==> config.mk <==
export PLATFORM = sky130hd
export DESIGN_NAME = tcdm_shim
export DESIGN_NICKNAME = d
export VERILOG_FILES = /design/src/shim_pkg.sv /design/src/tcdm_shim.sv /design/src/reorder_buffer.sv /design/src/soc_id_queue.sv /design/src/addr_demux.sv
export SDC_FILE = /design/constraint.sdc
export NUM_CORES = 1
export LEC_CHECK = 0
export BUFFER_PORTS_ARGS = -buffer_cell sky130_fd_sc_hd__buf_4
export CORE_AREA = 8 8 185 187
export DETAILED_ROUTE_END_ITERATION = 8
export DIE_AREA = 0 0 193 195
export PLACE_DENSITY = 0.78
export RECOVER_POWER = 25
export SLEW_MARGIN = 40
export SYNTH_ARGS = -nofsm -noshare
export SYNTH_HDL_FRONTEND = slang
export SYNTH_HIERARCHICAL = 1
export SYNTH_SLANG_ARGS = --single-unit
==> constraint.sdc <==
create_clock -name clk_i -period 4.52 [get_ports clk_i]
set_input_delay 0.678 -clock clk_i [delete_from_list [all_inputs] [get_ports clk_i]]
set_output_delay 0.678 -clock clk_i [all_outputs]
set_load 0.005 [all_outputs]
==> src/shim_pkg.sv <==
/*
 * Data-port shim definitions with bus widths, reorder depth, the fixed
 * address map and the two decodings of a 32-bit address
 */
package shim_pkg;

  localparam int unsigned ADDR_WIDTH      = 32;
  localparam int unsigned DATA_WIDTH      = 32;
  localparam int unsigned STRB_WIDTH      = DATA_WIDTH / 8;
  localparam int unsigned MAX_OUTSTANDING = 8;
  localparam int unsigned ID_WIDTH        = $clog2(MAX_OUTSTANDING);

  localparam int unsigned REGION_WIDTH = 12;
  localparam int unsigned ROW_WIDTH    = 16;
  localparam int unsigned BANK_WIDTH   = 2;

  // Fixed address map
  localparam logic [ADDR_WIDTH-1:0] TCDM_BASE    = 32'h0010_0000;
  localparam logic [ADDR_WIDTH-1:0] TCDM_MASK    = 32'hfff0_0000;
  localparam logic [ADDR_WIDTH-1:0] SOC_ERR_BASE = 32'h4000_0000;
  localparam logic [ADDR_WIDTH-1:0] SOC_ERR_MASK = 32'hfff0_0000;

  typedef struct packed {
    logic [REGION_WIDTH-1:0] region;
    logic [ROW_WIDTH-1:0]    row;
    logic [BANK_WIDTH-1:0]   bank;
    logic [1:0]              offset;
  } tcdm_addr_t;

  typedef struct packed {
    logic [REGION_WIDTH-1:0]            region;
    logic [ADDR_WIDTH-REGION_WIDTH-1:0] offset;
  } soc_addr_t;

  typedef union packed {
    tcdm_addr_t tcdm;
    soc_addr_t  soc;
  } addr_view_t;

endpackage
==> src/tcdm_shim.sv <==
/*
 * TCDM shim top level that splits one core load/store port over a TCDM bank
 * port and a SoC bus port, and returns read responses in issue order
 */
module tcdm_shim (
  input  logic                              clk_i,
  input  logic                              rst_n_i,
  // Core request
  input  logic [shim_pkg::ADDR_WIDTH-1:0]   data_qaddr_i,
  input  logic                              data_qwrite_i,
  input  logic [shim_pkg::DATA_WIDTH-1:0]   data_qdata_i,
  input  logic [shim_pkg::STRB_WIDTH-1:0]   data_qstrb_i,
  input  logic                              data_qvalid_i,
  output logic                              data_qready_o,
  // Core response
  output logic                              data_pvalid_o,
  input  logic                              data_pready_i,
  output logic [shim_pkg::DATA_WIDTH-1:0]   data_pdata_o,
  output logic                              data_perror_o,
  // TCDM port
  output logic                              tcdm_req_valid_o,
  input  logic                              tcdm_req_ready_i,
  output logic [shim_pkg::BANK_WIDTH-1:0]   tcdm_req_bank_o,
  output logic [shim_pkg::ROW_WIDTH-1:0]    tcdm_req_row_o,
  output logic                              tcdm_req_wen_o,
  output logic [shim_pkg::DATA_WIDTH-1:0]   tcdm_req_wdata_o,
  output logic [shim_pkg::STRB_WIDTH-1:0]   tcdm_req_be_o,
  output logic [shim_pkg::ID_WIDTH-1:0]     tcdm_req_id_o,
  input  logic                              tcdm_resp_valid_i,
  input  logic [shim_pkg::DATA_WIDTH-1:0]   tcdm_resp_rdata_i,
  input  logic [shim_pkg::ID_WIDTH-1:0]     tcdm_resp_id_i,
  // SoC port
  output logic                              soc_qvalid_o,
  input  logic                              soc_qready_i,
  output logic [shim_pkg::ADDR_WIDTH-1:0]   soc_qaddr_o,
  output logic                              soc_qwrite_o,
  output logic [shim_pkg::DATA_WIDTH-1:0]   soc_qdata_o,
  output logic [shim_pkg::STRB_WIDTH-1:0]   soc_qstrb_o,
  input  logic                              soc_pvalid_i,
  output logic                              soc_pready_o,
  input  logic [shim_pkg::DATA_WIDTH-1:0]   soc_pdata_i,
  input  logic                              soc_perror_i
);

  shim_pkg::addr_view_t          addr;
  logic                          rob_full;
  logic                          read_issue;
  logic [shim_pkg::ID_WIDTH-1:0] alloc_id;
  logic [shim_pkg::ID_WIDTH-1:0] soc_id;

  assign addr = data_qaddr_i;

  addr_demux i_addr_demux (
    .data_qaddr_i  (data_qaddr_i),
    .data_qwrite_i (data_qwrite_i),
    .data_qvalid_i (data_qvalid_i),
    .rob_full_i    (rob_full),
    .tcdm_ready_i  (tcdm_req_ready_i),
    .soc_ready_i   (soc_qready_i),
    .data_qready_o (data_qready_o),
    .tcdm_valid_o  (tcdm_req_valid_o),
    .soc_valid_o   (soc_qvalid_o),
    .read_issue_o  (read_issue)
  );

  // TCDM reads carry their id with the request
  assign tcdm_req_bank_o  = addr.tcdm.bank;
  assign tcdm_req_row_o   = addr.tcdm.row;
  assign tcdm_req_wen_o   = data_qwrite_i;
  assign tcdm_req_wdata_o = data_qdata_i;
  assign tcdm_req_be_o    = data_qstrb_i;
  assign tcdm_req_id_o    = alloc_id;

  assign soc_qaddr_o  = addr.soc;
  assign soc_qwrite_o = data_qwrite_i;
  assign soc_qdata_o  = data_qdata_i;
  assign soc_qstrb_o  = data_qstrb_i;

  soc_id_queue i_soc_id_queue (
    .clk_i        (clk_i),
    .rst_n_i      (rst_n_i),
    .push_i       (read_issue & soc_qvalid_o),
    .id_i         (alloc_id),
    .soc_pvalid_i (soc_pvalid_i),
    .soc_pready_o (soc_pready_o),
    .id_o         (soc_id)
  );

  reorder_buffer i_reorder_buffer (
    .clk_i       (clk_i),
    .rst_n_i     (rst_n_i),
    .alloc_i     (read_issue),
    .tcdm_push_i (tcdm_resp_valid_i),
    .tcdm_id_i   (tcdm_resp_id_i),
    .tcdm_data_i (tcdm_resp_rdata_i),
    .soc_push_i  (soc_pvalid_i & soc_pready_o),
    .soc_id_i    (soc_id),
    .soc_data_i  (soc_pdata_i),
    .soc_error_i (soc_perror_i),
    .pop_i       (data_pready_i),
    .alloc_id_o  (alloc_id),
    .full_o      (rob_full),
    .valid_o     (data_pvalid_o),
    .data_o      (data_pdata_o),
    .error_o     (data_perror_o)
  );

endmodule

==> src/reorder_buffer.sv <==
/*
 * Reorder buffer that hands out read ids in issue order, collects TCDM and SoC
 * responses by id and releases them in order, falling through at the head
 */
module reorder_buffer (
  input  logic                            clk_i,
  input  logic                            rst_n_i,
  input  logic                            alloc_i,
  input  logic                            tcdm_push_i,
  input  logic [shim_pkg::ID_WIDTH-1:0]   tcdm_id_i,
  input  logic [shim_pkg::DATA_WIDTH-1:0] tcdm_data_i,
  input  logic                            soc_push_i,
  input  logic [shim_pkg::ID_WIDTH-1:0]   soc_id_i,
  input  logic [shim_pkg::DATA_WIDTH-1:0] soc_data_i,
  input  logic                            soc_error_i,
  input  logic                            pop_i,
  output logic [shim_pkg::ID_WIDTH-1:0]   alloc_id_o,
  output logic                            full_o,
  output logic                            valid_o,
  output logic [shim_pkg::DATA_WIDTH-1:0] data_o,
  output logic                            error_o
);

  logic [shim_pkg::DATA_WIDTH-1:0]      data_q [shim_pkg::MAX_OUTSTANDING];
  logic [shim_pkg::MAX_OUTSTANDING-1:0] error_q;
  logic [shim_pkg::MAX_OUTSTANDING-1:0] filled_q;
  logic [shim_pkg::ID_WIDTH-1:0]        wr_ptr_q;
  logic [shim_pkg::ID_WIDTH-1:0]        rd_ptr_q;
  logic [shim_pkg::ID_WIDTH:0]          count_q;
  logic                                 head_tcdm_hit;
  logic                                 head_soc_hit;
  logic                                 pop;

  assign alloc_id_o = wr_ptr_q;
  assign full_o = count_q == (shim_pkg::ID_WIDTH + 1)'(shim_pkg::MAX_OUTSTANDING);

  // Response for the oldest id arriving right now
  assign head_tcdm_hit = tcdm_push_i & (tcdm_id_i == rd_ptr_q);
  assign head_soc_hit  = soc_push_i & (soc_id_i == rd_ptr_q);

  assign valid_o = filled_q[rd_ptr_q] | head_tcdm_hit | head_soc_hit;
  assign pop     = valid_o & pop_i;

  always_comb begin
    if (filled_q[rd_ptr_q]) begin
      data_o  = data_q[rd_ptr_q];
      error_o = error_q[rd_ptr_q];
    end else if (head_tcdm_hit) begin
      data_o  = tcdm_data_i;
      error_o = 1'b0;
    end else begin
      data_o  = soc_data_i;
      error_o = soc_error_i;
    end
  end

  always_ff @(posedge clk_i or negedge rst_n_i) begin
    if (!rst_n_i) begin
      wr_ptr_q <= '0;
      rd_ptr_q <= '0;
      count_q  <= '0;
      filled_q <= '0;
    end else begin
      if (alloc_i) begin
        wr_ptr_q <= wr_ptr_q + 1'b1;
      end
      if (pop) begin
        rd_ptr_q <= rd_ptr_q + 1'b1;
      end
      if (alloc_i && !pop) begin
        count_q <= count_q + 1'b1;
      end else if (!alloc_i && pop) begin
        count_q <= count_q - 1'b1;
      end
      if (tcdm_push_i) begin
        filled_q[tcdm_id_i] <= 1'b1;
      end
      if (soc_push_i) begin
        filled_q[soc_id_i] <= 1'b1;
      end
      // Clearing wins, so a fall-through response never lingers
      if (pop) begin
        filled_q[rd_ptr_q] <= 1'b0;
      end
    end
  end

  always_ff @(posedge clk_i) begin
    if (tcdm_push_i) begin
      data_q[tcdm_id_i]  <= tcdm_data_i;
      error_q[tcdm_id_i] <= 1'b0;
    end
    if (soc_push_i) begin
      data_q[soc_id_i]  <= soc_data_i;
      error_q[soc_id_i] <= soc_error_i;
    end
  end

endmodule

==> src/soc_id_queue.sv <==
/*
 * SoC id queue that keeps the reorder ids of accepted SoC reads so the
 * in-order SoC responses can be tagged for the reorder buffer
 */
module soc_id_queue (
  input  logic                          clk_i,
  input  logic                          rst_n_i,
  input  logic                          push_i,
  input  logic [shim_pkg::ID_WIDTH-1:0] id_i,
  input  logic                          soc_pvalid_i,
  output logic                          soc_pready_o,
  output logic [shim_pkg::ID_WIDTH-1:0] id_o
);

  logic [shim_pkg::ID_WIDTH-1:0] id_mem_q [shim_pkg::MAX_OUTSTANDING];
  logic [shim_pkg::ID_WIDTH-1:0] wr_ptr_q;
  logic [shim_pkg::ID_WIDTH-1:0] rd_ptr_q;
  logic                          pop;

  // Slot already reserved in the reorder buffer
  assign soc_pready_o = 1'b1;

  assign pop  = soc_pvalid_i & soc_pready_o;
  assign id_o = id_mem_q[rd_ptr_q];

  // Depth equals the reorder depth, so the queue cannot overflow
  always_ff @(posedge clk_i or negedge rst_n_i) begin
    if (!rst_n_i) begin
      wr_ptr_q <= '0;
      rd_ptr_q <= '0;
    end else begin
      if (push_i) begin
        wr_ptr_q <= wr_ptr_q + 1'b1;
      end
      if (pop) begin
        rd_ptr_q <= rd_ptr_q + 1'b1;
      end
    end
  end

  always_ff @(posedge clk_i) begin
    if (push_i) begin
      id_mem_q[wr_ptr_q] <= id_i;
    end
  end

endmodule

==> src/addr_demux.sv <==
/*
 * Address demux that steers a core request to the TCDM or the SoC port
 * and holds back reads while the reorder buffer has no free slot
 */
module addr_demux (
  input  logic [shim_pkg::ADDR_WIDTH-1:0] data_qaddr_i,
  input  logic                            data_qwrite_i,
  input  logic                            data_qvalid_i,
  input  logic                            rob_full_i,
  input  logic                            tcdm_ready_i,
  input  logic                            soc_ready_i,
  output logic                            data_qready_o,
  output logic                            tcdm_valid_o,
  output logic                            soc_valid_o,
  output logic                            read_issue_o
);

  shim_pkg::addr_view_t addr;
  logic to_tcdm;
  logic slot_ok;
  logic target_ready;

  assign addr = data_qaddr_i;

  // Only the region bits take part in the decode
  assign to_tcdm =
    (addr.tcdm.region & shim_pkg::TCDM_MASK[shim_pkg::ADDR_WIDTH-1 -: shim_pkg::REGION_WIDTH])
    == shim_pkg::TCDM_BASE[shim_pkg::ADDR_WIDTH-1 -: shim_pkg::REGION_WIDTH];

  // Writes are posted and need no reorder slot
  assign slot_ok = data_qwrite_i | ~rob_full_i;

  assign tcdm_valid_o = data_qvalid_i & slot_ok & to_tcdm;
  assign soc_valid_o  = data_qvalid_i & slot_ok & ~to_tcdm;

  always_comb begin
    if (to_tcdm) begin
      target_ready = tcdm_ready_i;
    end else begin
      target_ready = soc_ready_i;
    end
  end

  assign data_qready_o = target_ready & slot_ok;

  // One pulse per accepted read for id allocation
  assign read_issue_o = data_qvalid_i & data_qready_o & ~data_qwrite_i;

endmodule

**Word level (Yosys, flattened, before mapping)**

Memory sizes are Yosys's and may differ from the RTL's.
Index checks and enable logic that the tools add are counted.

- Register bits: 32
- Bits in writable memories: 280
- Input port bits: 145
- Output and inout port bits: 165
- Word-level logic and storage cells: 84
- Memories kept: 2

Memory list:

| memory | words | bits a word | rd ports | clocked after Yosys merged registers in | write ports | RTL line | text |
|---|---|---|---|---|---|---|---|
| i_reorder_buffer.data_q | 8 | 32 | 1 | 0 | 2 | reorder_buffer.sv:24 | `logic [shim_pkg::DATA_WIDTH-1:0] data_q [shim_pkg::MAX_OUTSTANDING];` |
| i_soc_id_queue.id_mem_q | 8 | 3 | 1 | 0 | 1 | soc_id_queue.sv:15 | `logic [shim_pkg::ID_WIDTH-1:0] id_mem_q [shim_pkg::MAX_OUTSTANDING];` |

- Add/sub/neg operators: 6
- $lt $le $gt $ge: 6
- Eq/ne operators: 4
- Muxes and demuxes: 29
- Bitwise operators: 22
- Reduce and logical (&&, ||, !) cells: 8

Operators by type and width:

| kind | number |
|---|---|
| $mux W32 | 2 |
| $mux W8 | 5 |
| $and A8 B8 Y8 | 2 |
| $not A8 Y8 | 2 |
| $or A8 B8 Y8 | 2 |
| $mux W1 | 14 |
| $add A3 B1 Y3 const B | 4 |
| $eq A12 B1 Y1 const B | 1 |
| $lt A3 B4 Y1 const B | 3 |
| $and A1 B1 Y1 | 10 |
| $demux W1 S3 | 3 |
| $ge A3 B1 Y1 const B | 3 |
| $bwmux W8 | 1 |
| $mux W4 | 2 |
| $bmux W1 S3 | 2 |
| $eq A3 B3 Y1 | 2 |
| $logic_and A1 B1 Y1 | 5 |
| $add A4 B1 Y4 const B | 1 |
| $eq A4 B4 Y1 const B | 1 |
| $sub A4 B1 Y4 const B | 1 |
| $not A1 Y1 | 3 |
| $or A1 B1 Y1 | 3 |
| $logic_not A1 Y1 | 2 |
| $reduce_bool A2 Y1 | 1 |

**Longest topological paths before layout**

- Depth after elaboration: 10
- Depth in mapped cells: 16
- Depth with buffers taken out: 14

**Hierarchy**

The synthesis kept the hierarchy.

By module, submodules not included:

| module | times used | cells each | area an instance (sq um) | sequential area each (sq um) |
|---|---|---|---|---|
| reorder_buffer | 1 | 907 | 14681.6 | 8298.0 |
| soc_id_queue | 1 | 66 | 1237.4 | 870.8 |
| tcdm_shim | 1 | 126 | 943.4 | 0.0 |
| addr_demux | 1 | 16 | 95.1 | 0.0 |

**Worst setup path before layout**

OpenSTA, ideal clock, no wires.

- Kind: input to register
- Start point: input port tcdm_resp_valid_i
- End point: register i_reorder_buffer/filled_q[1] (netlist bit)
- Library setup time: 0.075 ns
- Arrival time: 3.777 ns
- Path slack: 0.668 ns
- Stages: 3
- Path buffers: 0
- Cell sequence: nand2_1 o32ai_1 o32a_1

- Word-level cells in the longest chain between the ends: 5
- Elaborated cells on any way between the ends: 9
- Those cells by class: 3 x mux; 6 x bitwise

Ends and longest elaborated chain:

| item | RTL line | text |
|---|---|---|
| from (decl) | tcdm_shim.sv:29 | `input logic tcdm_resp_valid_i,` |
| $mux W8 / $and A1 B1 Y1 (equally long branches) | reorder_buffer.sv:75, reorder_buffer.sv:38 |  |
| $or A8 B8 Y8 (no line) / $or A1 B1 Y1 (equally long branches) | n/a |  |
| $mux W8 / $or A1 B1 Y1 (equally long branches) | reorder_buffer.sv:78, reorder_buffer.sv:41 |  |
| $and A8 B8 Y8 (no line) / $and A1 B1 Y1 (equally long branches) | n/a |  |
| $mux W8 * | reorder_buffer.sv:82 | `if (pop) begin` |
| to (signal, indexed assignment) | reorder_buffer.sv:76 | `filled_q[tcdm_id_i] <= 1'b1;` |
| to (signal, indexed assignment) | reorder_buffer.sv:79 | `filled_q[soc_id_i] <= 1'b1;` |
| to (signal, indexed assignment) | reorder_buffer.sv:83 | `filled_q[rd_ptr_q] <= 1'b0;` |
| to (decl) | reorder_buffer.sv:26 | `logic [shim_pkg::MAX_OUTSTANDING-1:0] filled_q;` |

Every way passes the cells marked *; elsewhere a longest branch is shown, timed or not.
A chain may end at the register's enable or synchronous reset.

**Final worst setup path**

- Start point: register i_reorder_buffer/rd_ptr_q[2] (netlist bit)
- End point: output port data_pdata_o[21] (netlist bit)

- Word-level cells in the longest chain between the ends: 4
- Elaborated cells on any way between the ends: 7
- Those cells by class: 1 x eq/ne; 4 x mux; 1 x bitwise; 1 x memory

Ends and longest elaborated chain:

| item | RTL line | text |
|---|---|---|
| from (decl) | reorder_buffer.sv:28 | `logic [shim_pkg::ID_WIDTH-1:0] rd_ptr_q;` |
| from (signal assigned) | reorder_buffer.sv:68 | `rd_ptr_q <= rd_ptr_q + 1'b1;` |
| $eq A3 B3 Y1 | reorder_buffer.sv:38 | `assign head_tcdm_hit = tcdm_push_i & (tcdm_id_i == rd_ptr_q);` |
| $and A1 B1 Y1 | reorder_buffer.sv:38 |  |
| $mux W32 | reorder_buffer.sv:48 | `end else if (head_tcdm_hit) begin` |
| $mux W32 * | reorder_buffer.sv:45 | `if (filled_q[rd_ptr_q]) begin` |
| to (decl) | tcdm_shim.sv:18 | `output logic [shim_pkg::DATA_WIDTH-1:0] data_pdata_o,` |

Every way passes the cells marked *; elsewhere a longest branch is shown, timed or not. The select of a mux whose other input is x is not followed.

==> flow_summary_export.csv <==
group,metric,value,unit
logic_synthesis,async_reset_ff_share,7.692,%
power,ir_drop,0.0003982,V
logic_synthesis,synth_xor_area_share,0.9297,%
grt,grt_use_total,21.47,%
routing,viasPerCell,6.192,
setup_path,r2r_slack,850,ps
sta,skew,15.53,ps
power,sw_frac_of_total,32.92,%
grt,grt_overflow,0,
layout,postLayoutCoreUtil,59.98,%
floorplanning,dieArea,37640,µm²
clock_network,htreeDepth,2,
setup_path,start_kind,"register",
grt,grt_max_degree,45,
setup_path,crit-reg2reg-capture,"i_reorder_buffer/count_q[3]",
layout,area_growth,10.46,%
logic_synthesis,synth_compound_area_share,3.497,%
floorplanning,start_util,54.30,%
outcome,outcome,"complete, but fails checks",
setup_path,cpLargestDelayFamily,"buffers and inverters",
setup_path,r2r_cells,14,
setup_path,critical_path_class,"reg -> out",
logic_synthesis,syn-mean-instance-area,15.21,µm²
placement,place_worst_setup_slack,928.8,ps
clock_network,clock_sinks,312,
logic_synthesis,syn_inst,1115,
sta,rsz0062_at_grt,"no",
logic_synthesis,synth.most_common_cell,"edfxtp_1",
sta,tns,0,ps
logic_synthesis,yosysUniqueCellTypes,45,
power,combPwrFrac,40.1,%
logic_synthesis,synth_common_cells,"280 x edfxtp_1, 263 x mux2_2, 126 x buf_4",
placement,numPortBuffers,142,
power,p_switching,3.672,mW
setup_path,cp-end-kind,"primary output",
placement,place.gp.congestion,0.7355,
grt,grt_pass1_vias,10300,
sta,slew_headroom,-7.190,%
sta,finalHoldViolCount,0,
routing,drc,0,
floorplanning,row_count,65,
power,power.share.clock,23.5,%
logic_synthesis,synth_area_leaders,"edfxtp_1 50%, mux2_2 17%, mux4_2 9.0%",
routing,post_drt_wl_per_cell,26.00,µm
setup_path,cp.buffers_inverters,2,
setup_path,r2r-start,"i_soc_id_queue/rd_ptr_q[0]",
logic_synthesis,synth_top_cell_by_area,"edfxtp_1",
logic_synthesis,synthMuxAreaShare,29.62,%
grt,antenna_found_initial,2,
sta,fmax,0.2624,GHz
min_path,min_path_type,"in -> reg",
power,powerDensity,595.5,nW/µm²
power,seq_power_share,36.4,%
clock_network,worstSkewPairLatency,510,ps
power,internal_power,7.482,mW
sta,period_needed,3811,ps
logic_synthesis,syn-num-nets,1268,
layout,final_layout_size_suffix_gt1_share,48.01,%
clock_network,clk_pin_slew_worst_paths,60,ps
logic_synthesis,yosys.area_share.adder,0.6345,%
logic_synthesis,synth_top_family_by_area,"multiplexers",
clock_network,cts_buffers,34,
outcome,failed_checks,"capacitance limit, slew limit",
clock_network,cts-root-buf,"clkbuf_16",
flow_run,drv_cap,1,
sta,setup_violations,0,
logic_synthesis,syn_area,16960,µm²
setup_path,slowest_delay,760,ps
floorplanning,die_y,195,µm
sta,slew_viol_final,11,
routing,firstDrtPassIters,5,
floorplanning,core,31230,µm²
routing,num_vias,9660,
grt,grt_pass1_wl,61600,µm
logic_synthesis,synth_seq_area_share,54.07,%
clock_network,cts_buffer_depth,3,
logic_synthesis,synth_edf_count,280,
clock_network,holdBufCountCts,0,
setup_path,crit_path_top_delay_cell,"dfrtp_4",
setup_path,worst-path-stages,6,
setup_path,crit_path_start,"i_reorder_buffer/rd_ptr_q[2]",
clock_network,cts_tree,"yes",
setup_path,cp_common_cell,"buf_4",
setup_path,critPathRequiredTime,3840,ps
setup_path,crit_fanout,44,
floorplanning,die_w,193,µm
floorplanning,num_io_pins,310,
logic_synthesis,synth_flop_cell,"edfxtp_1",
placement,place_hpwl,25290,µm
sta,setup_ws,708.8,ps
logic_synthesis,ys_warn_count,6,
power,p_leak,6.585,nW
setup_path,cp.arrival,3130,ps
clock_network,postCtsSetupBuffers,0,
routing,antenna_left,0,
layout,nNetsFinal,1284,
sta,tightest_slew,1605,ps
sta,fin_crit_sh,84.32,%
logic_synthesis,yosysTopAreaCellShare,49.58,%
setup_path,endpoint,"data_pdata_o[21]",
clock_network,cts_resized,0,
routing,drt_iter0_drc,617,
logic_synthesis,synthSimpleGateAreaFrac,3.475,%
setup_path,cp_cell_sequence,"buf_4 -> mux4_2 -> and2_1 -> a211oi_1 -> a21oi_1 -> buf_4",
logic_synthesis,ys_ff_latch,312,
routing,drt_wl_total,40570,µm
worst register-to-register path, stage by stage (launching register included):
cell     delay (ps)
dfrtp_1         540
mux4_1          610
mux2_1          430
xnor2_1         200
nand4_1         190
nand3_4         190
nand2_1         110
ha_1            220
inv_1           130
ha_1            250
a21o_1          180
a21oi_1         170
xnor2_1         140
nor2_1           60
xor2_1          140
worst min path at each step:
stage                                endpoint                         from  depth (start not counted)
4_1_cts            i_soc_id_queue/rd_ptr_q[2]                      rst_n_i                          1
3_5_place_dp      i_reorder_buffer/error_q[3]  i_reorder_buffer/error_q[3]                          2
2_1_floorplan  i_reorder_buffer/alloc_id_o[0]                      rst_n_i                          0
3_3_place_gp      i_reorder_buffer/error_q[7]  i_reorder_buffer/error_q[7]                          2
5_1_grt            i_soc_id_queue/rd_ptr_q[0]                 soc_pvalid_i                          2
6_report           i_soc_id_queue/rd_ptr_q[0]                 soc_pvalid_i                          2
layer usage:
| layer | part of all wire [%] | global-route usage [%] | vias up |
|---|---|---|---|
| li1 | - | - | 4251 |
| met4 | 3.5 | 8.321 | 0 |
| met3 | 5.8 | 3.582 | 126 |
| met2 | 52 | 37.48 | 320 |
| met1 | 39 | 26.21 | 4963 |
| met5 | 0 | 0 | - |
placed cells by master (no fill, tap or decap), types with 6 or more instances in the layout:
master and n:
a211oi_1 32, o21ai_0 7, clkbuf_1 17, edfxtp_1 280
nor2_1 12, ha_1 7, a21oi_1 35, clkbuf_4 7
mux2i_1 35, inv_1 11, nand2_1 23, dfxtp_1 8
and2_1 33, buf_4 146, dfrtp_1 21, mux4_2 68
nand2b_1 10, xnor2_1 14, mux4_1 6, mux2_2 262
clkinv_1 9, clkbuf_16 37
kinds of logic (layout without fill, tap and decap cells):
group                      count (synthesis)  after routing
other                                      1              3
muxes                                    373            373
buffers and inverters                    204            245
DFF                                      312            312
and+or+nand+nor                          106            106
adders and majority gates                  8              8
AOI/OAI and AO/OA                         93             93
xor gates and xnor gates                  18             18
state kept, by name, summed over array words and instances, names as in the netlist, 4 cells and up:
name and cells:
i_reorder_buffer/filled_q 8, i_reorder_buffer/data_q 256, i_reorder_buffer/count_q 4, i_reorder_buffer/error_q 8, i_soc_id_queue/id_mem_q 24
power groups by stage:
stage / combinational (mW) / sequential [mW] / clock [mW]
after floorplan: 3.07 / 3.90 / 0
after global placement: 4.45 / 4.11 / 0
after detailed placement: 4.52 / 4.13 / 0
after CTS: 4.54 / 4.07 / 2.67
after global routing: 4.81 / 4.12 / 2.78
final: 4.47 / 4.06 / 2.62
metrics by stage:
step | hold slack (ps) | instance area (µm²) | total power [mW] | instances
2_1_floorplan | 382.4 | 16960 | 6.973 | 1115
5_1_grt | 392.8 | 18730 | 11.71 | 1560
4_1_cts | 68.35 | 18760 | 11.29 | 1557
6_report | 385.1 | 18730 | 11.15 | 1560
3_3_place_gp | 434.6 | 17640 | 8.558 | 1493
3_5_place_dp | 444.4 | 17700 | 8.645 | 1496
area by class of cell:
class	instances	area (µm²)
Fill cell	2357	12500
Clock inverter	18	111.4
Timing Repair Buffer	173	1375
Sequential cell	312	9178
Antenna cell	2	5.005
Clock buffer	43	948.4
Multi-Input combinational cell	599	6569
Inverter	11	41.29
Tap cell	402	503.0
No activity file was read; power rests on OpenSTA's default activity.
